### src/verilog/ckPkg.sv
package ckPkg;

  // Data word, adder operand or adder sum.
  typedef logic [15:0] wordT;

  // Running byte count.
  typedef logic [15:0] countT;

  // Clients of the shared adder.
  typedef enum logic {
    clientAcc,
    clientCnt
  } clientT;

  // Accumulator FSM.
  typedef enum logic [1:0] {
    accIdle,
    accAdd,
    accFold
  } accStateT;

  localparam int WordStride = 2;  // Bytes per word.

endpackage

### src/verilog/claAdd15.sv
`timescale 1ns/1ps

module claAdd15 (
  input  logic [15:1] a,
  input  logic [15:1] b,
  input  logic        cin,
  output logic [15:1] sum
);

  logic [14:1] p;
  logic [14:1] g;
  logic [15:1] ps;
  logic        gs;
  logic [7:1]  g1;
  logic [7:2]  p1;
  logic [3:1]  g2;
  logic [3:2]  p2;
  logic        g3;
  logic [14:1] c;

  assign p  = a[14:1] | b[14:1];
  assign g  = a[14:1] & b[14:1];
  assign ps = a ^ b;

  assign gs = g[1] | (p[1] & cin);  // Carry into bit 1 joins the first group.

  // Pairs of bits.
  assign g1[1] = g[2]  | (p[2]  & gs);
  assign g1[2] = g[4]  | (p[4]  & g[3]);
  assign g1[3] = g[6]  | (p[6]  & g[5]);
  assign g1[4] = g[8]  | (p[8]  & g[7]);
  assign g1[5] = g[10] | (p[10] & g[9]);
  assign g1[6] = g[12] | (p[12] & g[11]);
  assign g1[7] = g[14] | (p[14] & g[13]);

  assign p1[2] = p[4]  & p[3];
  assign p1[3] = p[6]  & p[5];
  assign p1[4] = p[8]  & p[7];
  assign p1[5] = p[10] & p[9];
  assign p1[6] = p[12] & p[11];
  assign p1[7] = p[14] & p[13];

  // Groups of four.
  assign g2[1] = g1[2] | (p1[2] & g1[1]);
  assign g2[2] = g1[4] | (p1[4] & g1[3]);
  assign g2[3] = g1[6] | (p1[6] & g1[5]);

  assign p2[2] = p1[4] & p1[3];
  assign p2[3] = p1[6] & p1[5];

  // Group of eight, bits 8:1.
  assign g3 = g2[2] | (p2[2] & g2[1]);

  // c[i] is the carry out of bit i.
  assign c[1]  = gs;
  assign c[2]  = g1[1];
  assign c[3]  = g[3] | (g1[1] & p[3]);
  assign c[4]  = g2[1];
  assign c[5]  = g[5] | (g2[1] & p[5]);
  assign c[6]  = g1[3] | (g2[1] & p1[3]);
  assign c[7]  = g[7] | (c[6] & p[7]);
  assign c[8]  = g3;
  assign c[9]  = g[9] | (g3 & p[9]);
  assign c[10] = g1[5] | (g3 & p1[5]);
  assign c[11] = g[11] | (g1[5] & p[11]) |
                 (g3 & p1[5] & p[11]);
  assign c[12] = g2[3] | (g3 & p2[3]);
  assign c[13] = g[13] | (g2[3] & p[13]) |
                 (g3 & p2[3] & p[13]);
  assign c[14] = g1[7] | (g2[3] & p1[7]) |
                 (g3 & p2[3] & p1[7]);

  assign sum = ps ^ {c, cin};  // No carry out of bit 15 here.

endmodule

### src/verilog/adderShare.sv
`timescale 1ns/1ps

module adderShare (
  input  logic         clk,
  input  logic         rstN,
  input  logic         reqAcc,
  input  logic         reqCnt,
  input  ckPkg::wordT  accA,
  input  ckPkg::wordT  accB,
  input  logic         accCin,
  input  ckPkg::countT cntA,
  input  ckPkg::countT cntB,
  output logic         grantAcc,
  output logic         grantCnt,
  output ckPkg::wordT  sum,
  output logic         cout
);

  import ckPkg::*;

  clientT lastGrant;
  wordT   opA;
  wordT   opB;
  logic   opCin;
  logic   carry0;

  // On a tie the client that was not served last wins.
  assign grantAcc = reqAcc & (!reqCnt | (lastGrant == clientCnt));
  assign grantCnt = reqCnt & (!reqAcc | (lastGrant == clientAcc));

  always_ff @(posedge clk or negedge rstN) begin
    if (!rstN) begin
      lastGrant <= clientCnt;  // Accumulator wins the first tie.
    end else if (grantAcc) begin
      lastGrant <= clientAcc;
    end else if (grantCnt) begin
      lastGrant <= clientCnt;
    end
  end

  assign opA   = grantCnt ? wordT'(cntA) : accA;
  assign opB   = grantCnt ? wordT'(cntB) : accB;
  assign opCin = grantCnt ? 1'b0 : accCin;  // Counter never adds a carry.

  // Bit 0 full add.
  assign sum[0] = opA[0] ^ opB[0] ^ opCin;
  assign carry0 = (opA[0] & opB[0]) | (opCin & (opA[0] ^ opB[0]));

  claAdd15 uAdd (
    .a   (opA[15:1]),
    .b   (opB[15:1]),
    .cin (carry0),
    .sum (sum[15:1])
  );

  // Carry out of bit 15 from its operands and its sum bit.
  assign cout = (opA[15] & opB[15]) |
                ((opA[15] | opB[15]) & !sum[15]);

endmodule

### src/verilog/checksumAcc.sv
`timescale 1ns/1ps

module checksumAcc (
  input  logic        clk,
  input  logic        rstN,
  input  logic        start,
  input  logic        wordValid,
  input  ckPkg::wordT wordData,
  input  logic        grant,
  input  ckPkg::wordT sum,
  input  logic        cout,
  output logic        req,
  output ckPkg::wordT opA,
  output ckPkg::wordT opB,
  output logic        opCin,
  output logic        pending,
  output ckPkg::wordT acc
);

  import ckPkg::*;

  accStateT state;
  wordT     word;
  logic     carry;
  logic     accept;

  assign accept = (state == accIdle) && !start && wordValid;  // Start wins.

  always_ff @(posedge clk or negedge rstN) begin
    if (!rstN) begin
      state <= accIdle;
      acc   <= '0;
      carry <= 1'b0;
    end else begin
      case (state)
        accIdle: begin
          if (start) begin
            acc <= '0;
          end else if (accept) begin
            state <= accAdd;
          end
        end
        accAdd: begin
          if (grant) begin
            acc   <= sum;
            carry <= cout;  // Kept for the fold pass.
            state <= accFold;
          end
        end
        accFold: begin
          if (grant) begin
            acc   <= sum;
            state <= accIdle;
          end
        end
        default: state <= accIdle;
      endcase
    end
  end

  always_ff @(posedge clk) begin
    if (accept) begin
      word <= wordData;
    end
  end

  assign pending = (state != accIdle);
  assign req     = pending;  // Both busy states need the adder.
  assign opA     = acc;
  assign opB     = (state == accFold) ? '0 : word;
  assign opCin   = (state == accFold) ? carry : 1'b0;  // End-around carry.

endmodule

### src/verilog/wordCounter.sv
`timescale 1ns/1ps

module wordCounter #(
  parameter int CountWidth = 16
) (
  input  logic         clk,
  input  logic         rstN,
  input  logic         start,
  input  logic         wordValid,
  input  logic         grant,
  input  ckPkg::countT sum,
  output logic         req,
  output ckPkg::countT opA,
  output ckPkg::countT opB,
  output ckPkg::countT count
);

  import ckPkg::*;

  // Keeps the count modulo 2**CountWidth.
  localparam countT CountMask = countT'((32'd1 << CountWidth) - 32'd1);

  always_ff @(posedge clk or negedge rstN) begin
    if (!rstN) begin
      req   <= 1'b0;
      count <= '0;
    end else if (req) begin
      if (grant) begin
        req   <= 1'b0;
        count <= sum & CountMask;
      end
    end else if (start) begin
      count <= '0;
    end else if (wordValid) begin
      req <= 1'b1;  // One pass per word.
    end
  end

  assign opA = count;
  assign opB = countT'(WordStride);

endmodule

### src/verilog/checksumEngine.sv
`timescale 1ns/1ps

module checksumEngine #(
  parameter int CountWidth = 16
) (
  input  logic         clk,
  input  logic         rstN,
  input  logic         start,
  input  logic         wordValid,
  input  ckPkg::wordT  wordData,
  output logic         busy,
  output ckPkg::wordT  checksum,
  output ckPkg::countT byteCount
);

  import ckPkg::*;

  logic  accReq;
  logic  accGrant;
  logic  accCin;
  logic  accPending;
  wordT  accOpA;
  wordT  accOpB;
  wordT  acc;
  logic  cntReq;
  logic  cntGrant;
  countT cntOpA;
  countT cntOpB;
  wordT  addSum;
  logic  addCout;

  checksumAcc uAcc (
    .clk       (clk),
    .rstN      (rstN),
    .start     (start),
    .wordValid (wordValid),
    .wordData  (wordData),
    .grant     (accGrant),
    .sum       (addSum),
    .cout      (addCout),
    .req       (accReq),
    .opA       (accOpA),
    .opB       (accOpB),
    .opCin     (accCin),
    .pending   (accPending),
    .acc       (acc)
  );

  wordCounter #(
    .CountWidth (CountWidth)
  ) uCnt (
    .clk       (clk),
    .rstN      (rstN),
    .start     (start),
    .wordValid (wordValid),
    .grant     (cntGrant),
    .sum       (countT'(addSum)),
    .req       (cntReq),
    .opA       (cntOpA),
    .opB       (cntOpB),
    .count     (byteCount)
  );

  adderShare uShare (
    .clk      (clk),
    .rstN     (rstN),
    .reqAcc   (accReq),
    .reqCnt   (cntReq),
    .accA     (accOpA),
    .accB     (accOpB),
    .accCin   (accCin),
    .cntA     (cntOpA),
    .cntB     (cntOpB),
    .grantAcc (accGrant),
    .grantCnt (cntGrant),
    .sum      (addSum),
    .cout     (addCout)
  );

  assign busy     = accPending | cntReq;  // Either client still owes a pass.
  assign checksum = ~acc;

endmodule

### config.mk
export PLATFORM = sky130hd
export DESIGN_NAME = checksumEngine
export DESIGN_NICKNAME = d
export VERILOG_FILES = /design/src/verilog/ckPkg.sv /design/src/verilog/claAdd15.sv /design/src/verilog/adderShare.sv /design/src/verilog/checksumAcc.sv /design/src/verilog/wordCounter.sv /design/src/verilog/checksumEngine.sv
export SDC_FILE = /design/constraint.sdc
export NUM_CORES = 1
export LEC_CHECK = 0
export BUFFER_PORTS_ARGS = -buffer_cell sky130_fd_sc_hd__buf_4
export CORE_MARGIN = 2
export CORE_UTILIZATION = 30
export CTS_BUF_LIST = sky130_fd_sc_hd__clkbuf_2
export DETAILED_ROUTE_END_ITERATION = 16
export GPL_ROUTABILITY_DRIVEN = 0
export PLACE_DENSITY = 0.5
export SETUP_SLACK_MARGIN = 0.3
export SLEW_MARGIN = 25
export SYNTH_ARGS = -nofsm -noshare
export SYNTH_HDL_FRONTEND = slang
export SYNTH_SLANG_ARGS = --single-unit
export TNS_END_PERCENT = 50
### constraint.sdc
create_clock -name clk -period 7.7 [get_ports clk]
set_input_delay 0.77 -clock clk [delete_from_list [all_inputs] [get_ports clk]]
set_output_delay 0.77 -clock clk [all_outputs]
set_load 0.01 [all_outputs]
; After elaboration in Yosys (flattened, before gate mapping)
; Index checks and enable logic that the tools add are counted.
[totals]
out_inout_bits = 33
mem_count = 0
elab_cells = 131
in_bits = 20
mem_bits_rw = 0
regBits = 53
romBits = 0
latch_bits = 0
[classes]
n_bitwise = 78
mul = 0
n_reduce_logical = 16
magnitude_cmp = 0
add_sub_neg = 0
div_mod_pow = 0
muxes = 21
eq_ne = 9
shifts = 0
[op_table]
columns = op, count
row1 = 16-bit 2-to-1 mux, 7
row2 = 1-bit AND, 39
row3 = 16-bit one-hot mux with 2 select lines, 1
row4 = 1-bit OR, 31
row5 = 15-bit bitwise XOR, 2
row6 = 16-bit NOT, 1
row7 = 14-bit AND, 1
row8 = 14-bit OR, 1
row9 = 1-bit 2-to-1 mux, 8
row10 = 2-bit 2-to-1 mux, 4
row11 = 2-bit != test (second input constant), 4
row12 = 2-bit nonzero test, 4
row13 = 2-bit by 1-bit != test with 1-bit output (second input constant), 3
row14 = 2-bit one-hot mux with 3 select lines, 1
row15 = 1-bit logical NOT, 4
row16 = 2-bit AND reduction, 2
row17 = 4-bit AND reduction, 1
row18 = 3-bit AND reduction, 1
row19 = 2-bit by 1-bit equality test with 1-bit output (second input constant), 1
row20 = 2-bit equality test (second input constant), 1
row21 = 1-bit logical AND, 2
row22 = 2-bit logical NOT, 1
row23 = 2-bit OR reduction, 1
row24 = 1-bit bitwise XOR, 2
row25 = 1-bit NOT, 1

; Longest topological paths before layout
[logic_depth]
depth_word = 23
ltp_mapped = 21
ltp_nobuf = 19

; Modules after synthesis
; A second synthesis with hierarchy kept.
[unflattened]
hier_cells = 411
hier_area_um2 = 4295.4
[by_module_without_submodules]
columns = mod, seq_area_each_um2, n_inst, cells_each, area_per_inst_um2
row1 = checksumAcc, 955.9, 1, 141, 1684.1
row2 = wordCounter, 425.4, 1, 91, 1096.1
row3 = claAdd15, 0.0, 1, 115, 918.4
row4 = adderShare, 26.3, 1, 47, 530.5
row5 = checksumEngine, 0.0, 1, 17, 66.3

; Worst setup path after synthesis
; No wires, ideal clock.
[synth_timing]
kind = reg2reg
start = register uAcc.state[0]
end = register uCnt.count[15]
period_less_slack_ns = 4.229
stages_incl_launch_ff = 21
setup_ns = 0.121
arrival_ns = 4.108
setup_slack_ns = 3.471
cell_sequence = dfrtp_1 -> inv_1 -> ha_1 -> nand2b_1 -> and2_1 -> buf_2 -> nor2_2 -> buf_2 -> nand2_1 -> fa_1 -> inv_1 -> fa_1 -> inv_1 -> fa_1 -> nor2_1 -> o311ai_2 -> a311oi_2 -> a221oi_2 -> o21bai_1 -> fa_1 -> a22o_1
[synth_between]
elab_chain_len = 22
[synth_rtl]
columns = element, line
row1 = start: declaration, checksumAcc.sv:22  ; accStateT state;
row2 = start signal: assignment, checksumAcc.sv:31  ; state <= accIdle;
row3 = start signal: assignment, checksumAcc.sv:47  ; state <= accFold;
row4 = start signal: assignment, checksumAcc.sv:53  ; state <= accIdle;
row5 = 2-bit nonzero test, checksumAcc.sv:67  ; assign pending = (state != accIdle);
row6 = 1-bit logical NOT, adderShare.sv:29  ; assign grantCnt = reqCnt & (!reqAcc | (lastGrant == clientAcc));
row7 = 1-bit OR, adderShare.sv:29
row8 = 1-bit AND, adderShare.sv:29
row9 = 16-bit 2-to-1 mux (on tied branches), "adderShare.sv:41, adderShare.sv:42"
row10 = 1-bit bitwise XOR, adderShare.sv:47  ; assign carry0 = (opA[0] & opB[0]) | (opCin & (opA[0] ^ opB[0]));
row11 = 1-bit AND, adderShare.sv:47
row12 = 1-bit OR, adderShare.sv:47
row13 = [... 5 more ...], --
row14 = 1-bit OR, claAdd15.sv:44  ; assign g2[1] = g1[2] | (p1[2] & g1[1]);
row15 = 1-bit AND, claAdd15.sv:52  ; assign g3 = g2[2] | (p2[2] & g2[1]);
row16 = 1-bit OR, claAdd15.sv:52
row17 = 1-bit AND (2 in a row), claAdd15.sv:71  ; (g3 & p2[3] & p1[7]);
row18 = 1-bit OR, claAdd15.sv:70  ; assign c[14] = g1[7] | (g2[3] & p1[7]) |
row19 = 15-bit bitwise XOR, claAdd15.sv:73  ; assign sum = ps ^ {c, cin};
row20 = 16-bit 2-to-1 mux, wordCounter.sv:28  ; if (grant) begin
row21 = 16-bit 2-to-1 mux, wordCounter.sv:27  ; end else if (req) begin
row22 = end signal: assignment, wordCounter.sv:30  ; count <= sum & CountMask;
row23 = end: declaration, wordCounter.sv:15  ; output ckPkg::countT count
; Several ways; a longest one is shown, not always the timed one. The select of a mux whose other input is x is not followed.
; A chain may end at the register's enable or synchronous reset.

; Worst setup path after layout
[layout_timing]
start = register uAcc.state[0]
end = register uAcc.acc[15]
[layout_between]
elab_chain_len = 22
[layout_rtl]
columns = element, line
row1 = 2-bit nonzero test, checksumAcc.sv:67
row2 = 1-bit logical NOT, adderShare.sv:29
row3 = 1-bit OR, adderShare.sv:29
row4 = 1-bit AND, adderShare.sv:29
row5 = 16-bit 2-to-1 mux (on tied branches), "adderShare.sv:41, adderShare.sv:42"
row6 = 1-bit bitwise XOR, adderShare.sv:47
row7 = 1-bit AND, adderShare.sv:47
row8 = 1-bit OR, adderShare.sv:47
row9 = [... 5 more ...], --
row10 = 1-bit OR, claAdd15.sv:44
row11 = 1-bit AND, claAdd15.sv:52
row12 = 1-bit OR, claAdd15.sv:52
row13 = 1-bit AND (2 in a row), claAdd15.sv:71
row14 = 1-bit OR, claAdd15.sv:70
row15 = 15-bit bitwise XOR, claAdd15.sv:73
row16 = 16-bit 2-to-1 mux, "checksumAcc.sv:44, checksumAcc.sv:51"
row17 = 16-bit one-hot mux with 2 select lines, checksumAcc.sv:35  ; case (state)
row18 = end signal: assignment, checksumAcc.sv:45  ; acc <= sum;
row19 = end signal: assignment, checksumAcc.sv:52  ; acc <= sum;
row20 = end: declaration, checksumAcc.sv:17  ; output ckPkg::wordT acc
; Several ways; a longest one is shown, not always the timed one. The select of a mux whose other input is x is not followed.

==> results.md <==
- Postcts setup bufs: 0
- Total of warnings raised by yosys: 0
- Max cap viols: 0
- TritonRoute pass-1 iters: 4
- Critical path capture point type: register
- Die area: ~11000 um2
- Post-synthesis sequential element count: 53
- Die H: 106 um
- NetSw: 648 uW
- Post-Syn Area: 3100 um2
- Synth Net Count: 369
- Max Slew Vio Count: 0
- Total track usage: 13.1%
- DR vias: ~2300
- Critical-path cell with the highest stage delay: nor2_2
- Critical Path RT: 8.06 ns
- CP Cell Sequence: inv_1, ha_1, nand2b_1, and2_1, buf_4, nor2_2, nand2_1, fa_1, inv_1, fa_1, inv_1, fa_1, nor2_1, o311ai_2, a311oi_2, a221oi_2, o21bai_1, fa_1, nand3_1, o21ai_0
- Sw frac: 47.1%
- Antenna-violating nets left: 0
- Final Critical Period: 4.96 ns
- Peak Freq: between 0.2 and 0.25 GHz
- CTS resizes: 0
- TritonCTS clock tree: yes
- Bufs on Longest Clock Path: 2
- Area delta synth->final: 18.2%
- DRC: 0
- Drt wl/cell: 14.1 um
- Initial DRC Count: 85
- Worst path bufs/invs: 4
- Row Count: 37
- Drt via density: 4.50
- Final Cycle Share: approximately 64%
- Initial Util: 30.4%
- Setup ws final: 2.74 ns
- Pwr per Cell Area: 375 nW/um2
- Top Usage Layer GRT: met2
- M1 GR Usage: 18.4%
- Initial antenna violation count: 0
- Sequential share of power: 30.6%
- Post-layout instance area: 3670 um2
- Final setup violation count: 0
- Layout cells sized above 1: 19.8%
- RSZ-0062 raised after global routing: false
- Syn Inst Count: about 310
- Placed instance area: 3630 um2
- Worst VDD drop: a little under 100 uV
- P_int: slightly above 700 uW
- Worst-margin pin slew: 0.939 ns
- I/O pin count: 53
- Combinational share of power: 61.2%
- Worst setup SP type: register
- Vias in the first global route: 2275
- Clock skew: 0.0373 ns
- # hold bufs at CTS: 0
- Clock slew at reported path FFs: just under 0.3 ns
- Max_slew headroom: 37.4%
- Grt met3 use: 2.78%
- Top delay family on crit path: adder cells
- Cts bufs inserted: 5
- # port buffers: 52
- DPL Wire Length: ~5200 um
- Most Frequent Cell on Critical Path: fa_1
- Nets: about 420
- Drt total wl: 7050 um
- Final hold vios: 0
- Critical Path Fanout Max: 45
- First-pass GRT wire length: ~12000 um
- Placement Setup Slack: 2.70 ns
- Worst path arrival time: ~5.3 ns
- Die Wd: 106 um
- Clk root buf: clkbuf_2
- Global-route met2 utilization: about a fifth
- Post-synthesis sequential area ratio: 45.4%
- Hold WC Path Type: in -> async
- Clk_lat worst skew: 0.45 ns
- Max incr delay on CP: 0.55 ns
- Largest net degree at the start of global routing: between 40 and 50
- Core Box Area: a little over 10000 um2
- CTS H-tree lvls: 2
- Grt total ovfl: 0
- Status: complete, no violations
- Setup TNS: 0 ns
- Clock sinks: 53
- Syn Area/Cell: 9.91 um2
- N_diodes: 0
- Post-synthesis cell type count: 39
- Clk pwr share: about 8.2%
- Kind of critical path: reg -> reg
- Leak Pwr: 0.00185 uW
## cell families (layout without fill, tap and decap cells)
logic type	after synthesis	in the layout	share of synthesized area, %
flip-flops	53	53	45.4
AND/OR/NAND/NOR	80	80	11.4
adder cells (fa/ha/maj)	36	36	16.5
XOR/XNOR	8	8	2.26
AO/OA/AOI/OAI	69	69	15.9
multiplexers	1	1	0.363
buffers and inverters	66	117	8.15
## synth_stat cells (all sizes together)
library cell,count,area [um2]
a211oi,1,12.5
o21bai,3,26.3
nor3,1,5.00
nor3b,1,7.51
clkbuf,2,7.51
dfrtp,36,901
buf,8,35.0
dfstp,1,26.3
o21a,1,7.51
or2,1,6.26
mux2,1,11.3
edfxtp,16,480
a22o,14,123
nor2b,3,18.8
a21oi,14,70.1
a221oi,1,15.0
fa,8,160
xor2,3,26.3
inv,56,210
a31o,1,8.76
nand2b,3,18.8
and2,4,26.3
o21ai,16,80.1
a311oi,1,15.0
nor2,25,96.4
o31ai,7,52.6
a21o,7,52.6
ha,28,350
o311ai,1,16.3
nand3,8,40.0
or2b,2,15.0
xnor2,5,43.8
o22a,1,8.76
a31oi,1,6.26
nand2,32,120
## power by group through the flow
stage / Sequential, uW / Clock (uW) / Combinational (uW)
floorplan: 426 / 0 / 585
global placement: 428 / 0 / 842
detailed placement: 428 / 0 / 851
CTS: 422 / 122 / 856
global route: 430 / 128 / 953
finish: 420 / 113 / 842
## worst paths after layout
path | start | to | slack (ns) | cells past startpoint
worst min-delay path | rstN | uCnt.count[1]$_DFFE_PN0P_ | 0.23 | 1
worst max-delay path | uAcc.state[0]$_DFFE_PN0P_ | uAcc.acc[15]$_DFFE_PN0P_ | 2.74 | 20
min in group clk | wordData[14] | uAcc.word[14]$_DFFE_PP_ | 0.46 | 1
worst min register to register | uShare.lastGrant$_DFFE_PN1P_ | uShare.lastGrant$_DFFE_PN1P_ | 0.49 | 2
max in group asynchronous | rstN | uAcc.acc[7]$_DFFE_PN0P_ | 7.10 | 1
worst max register to register | uAcc.state[0]$_DFFE_PN0P_ | uAcc.acc[15]$_DFFE_PN0P_ | 2.74 | 20
## layout make-up
| type | instances | area, um2 |
|---|---|---|
| inverters | 56 | 210 |
| flip-flops and latches | 53 | 1410 |
| multi-input cells | 194 | 1440 |
| well taps | 136 | 170 |
| clock buffers | 6 | 30.0 |
| fillers | 1059 | 6520 |
| clock inverters | 2 | 10.0 |
| repair buffers | 53 | 398 |
## per-layer routing
layer  wire length, um  share of wire (%)
met4                47               0.67
met2              3170                 45
met1              3570                 51
met5                 0                  0
met3               269                3.8
## through the flow
step / std cells / power (uW) / util, % / hold WS [ns]
floorplan: 313 / 1010 / - / 0.449
global placement: 492 / 1270 / 35.6 / 0.465
detailed placement: 492 / 1280 / 35.6 / 0.467
CTS: 500 / 1400 / 36.0 / 0.209
global route: 500 / 1510 / 36.0 / 0.199
finish: 500 / 1380 / 36.0 / 0.228
## layout by cell type, fill, tap and decap left out, drive strengths merged, types with 2 or more instances in the layout
master,n
edfxtp,16
clkbuf,6
inv,56
buf,53
o21bai,3
nand2,32
a21o,7
fa,8
clkinv,2
a22o,14
o21ai,16
ha,28
nor2,25
dfrtp,36
nand3,8
or2b,2
a21oi,14
nand2b,3
xnor2,5
o31ai,7
nor2b,3
and2,4
xor2,3
## flip-flops by register name (all words and copies together), names as in the netlist
name,flops
uAcc.acc,16
uAcc.carry,1
uAcc.state,2
uAcc.word,16
uCnt.count,16
uCnt.req,1
uShare.lastGrant,1
Note: power is estimated with default switching activity, not from simulation.
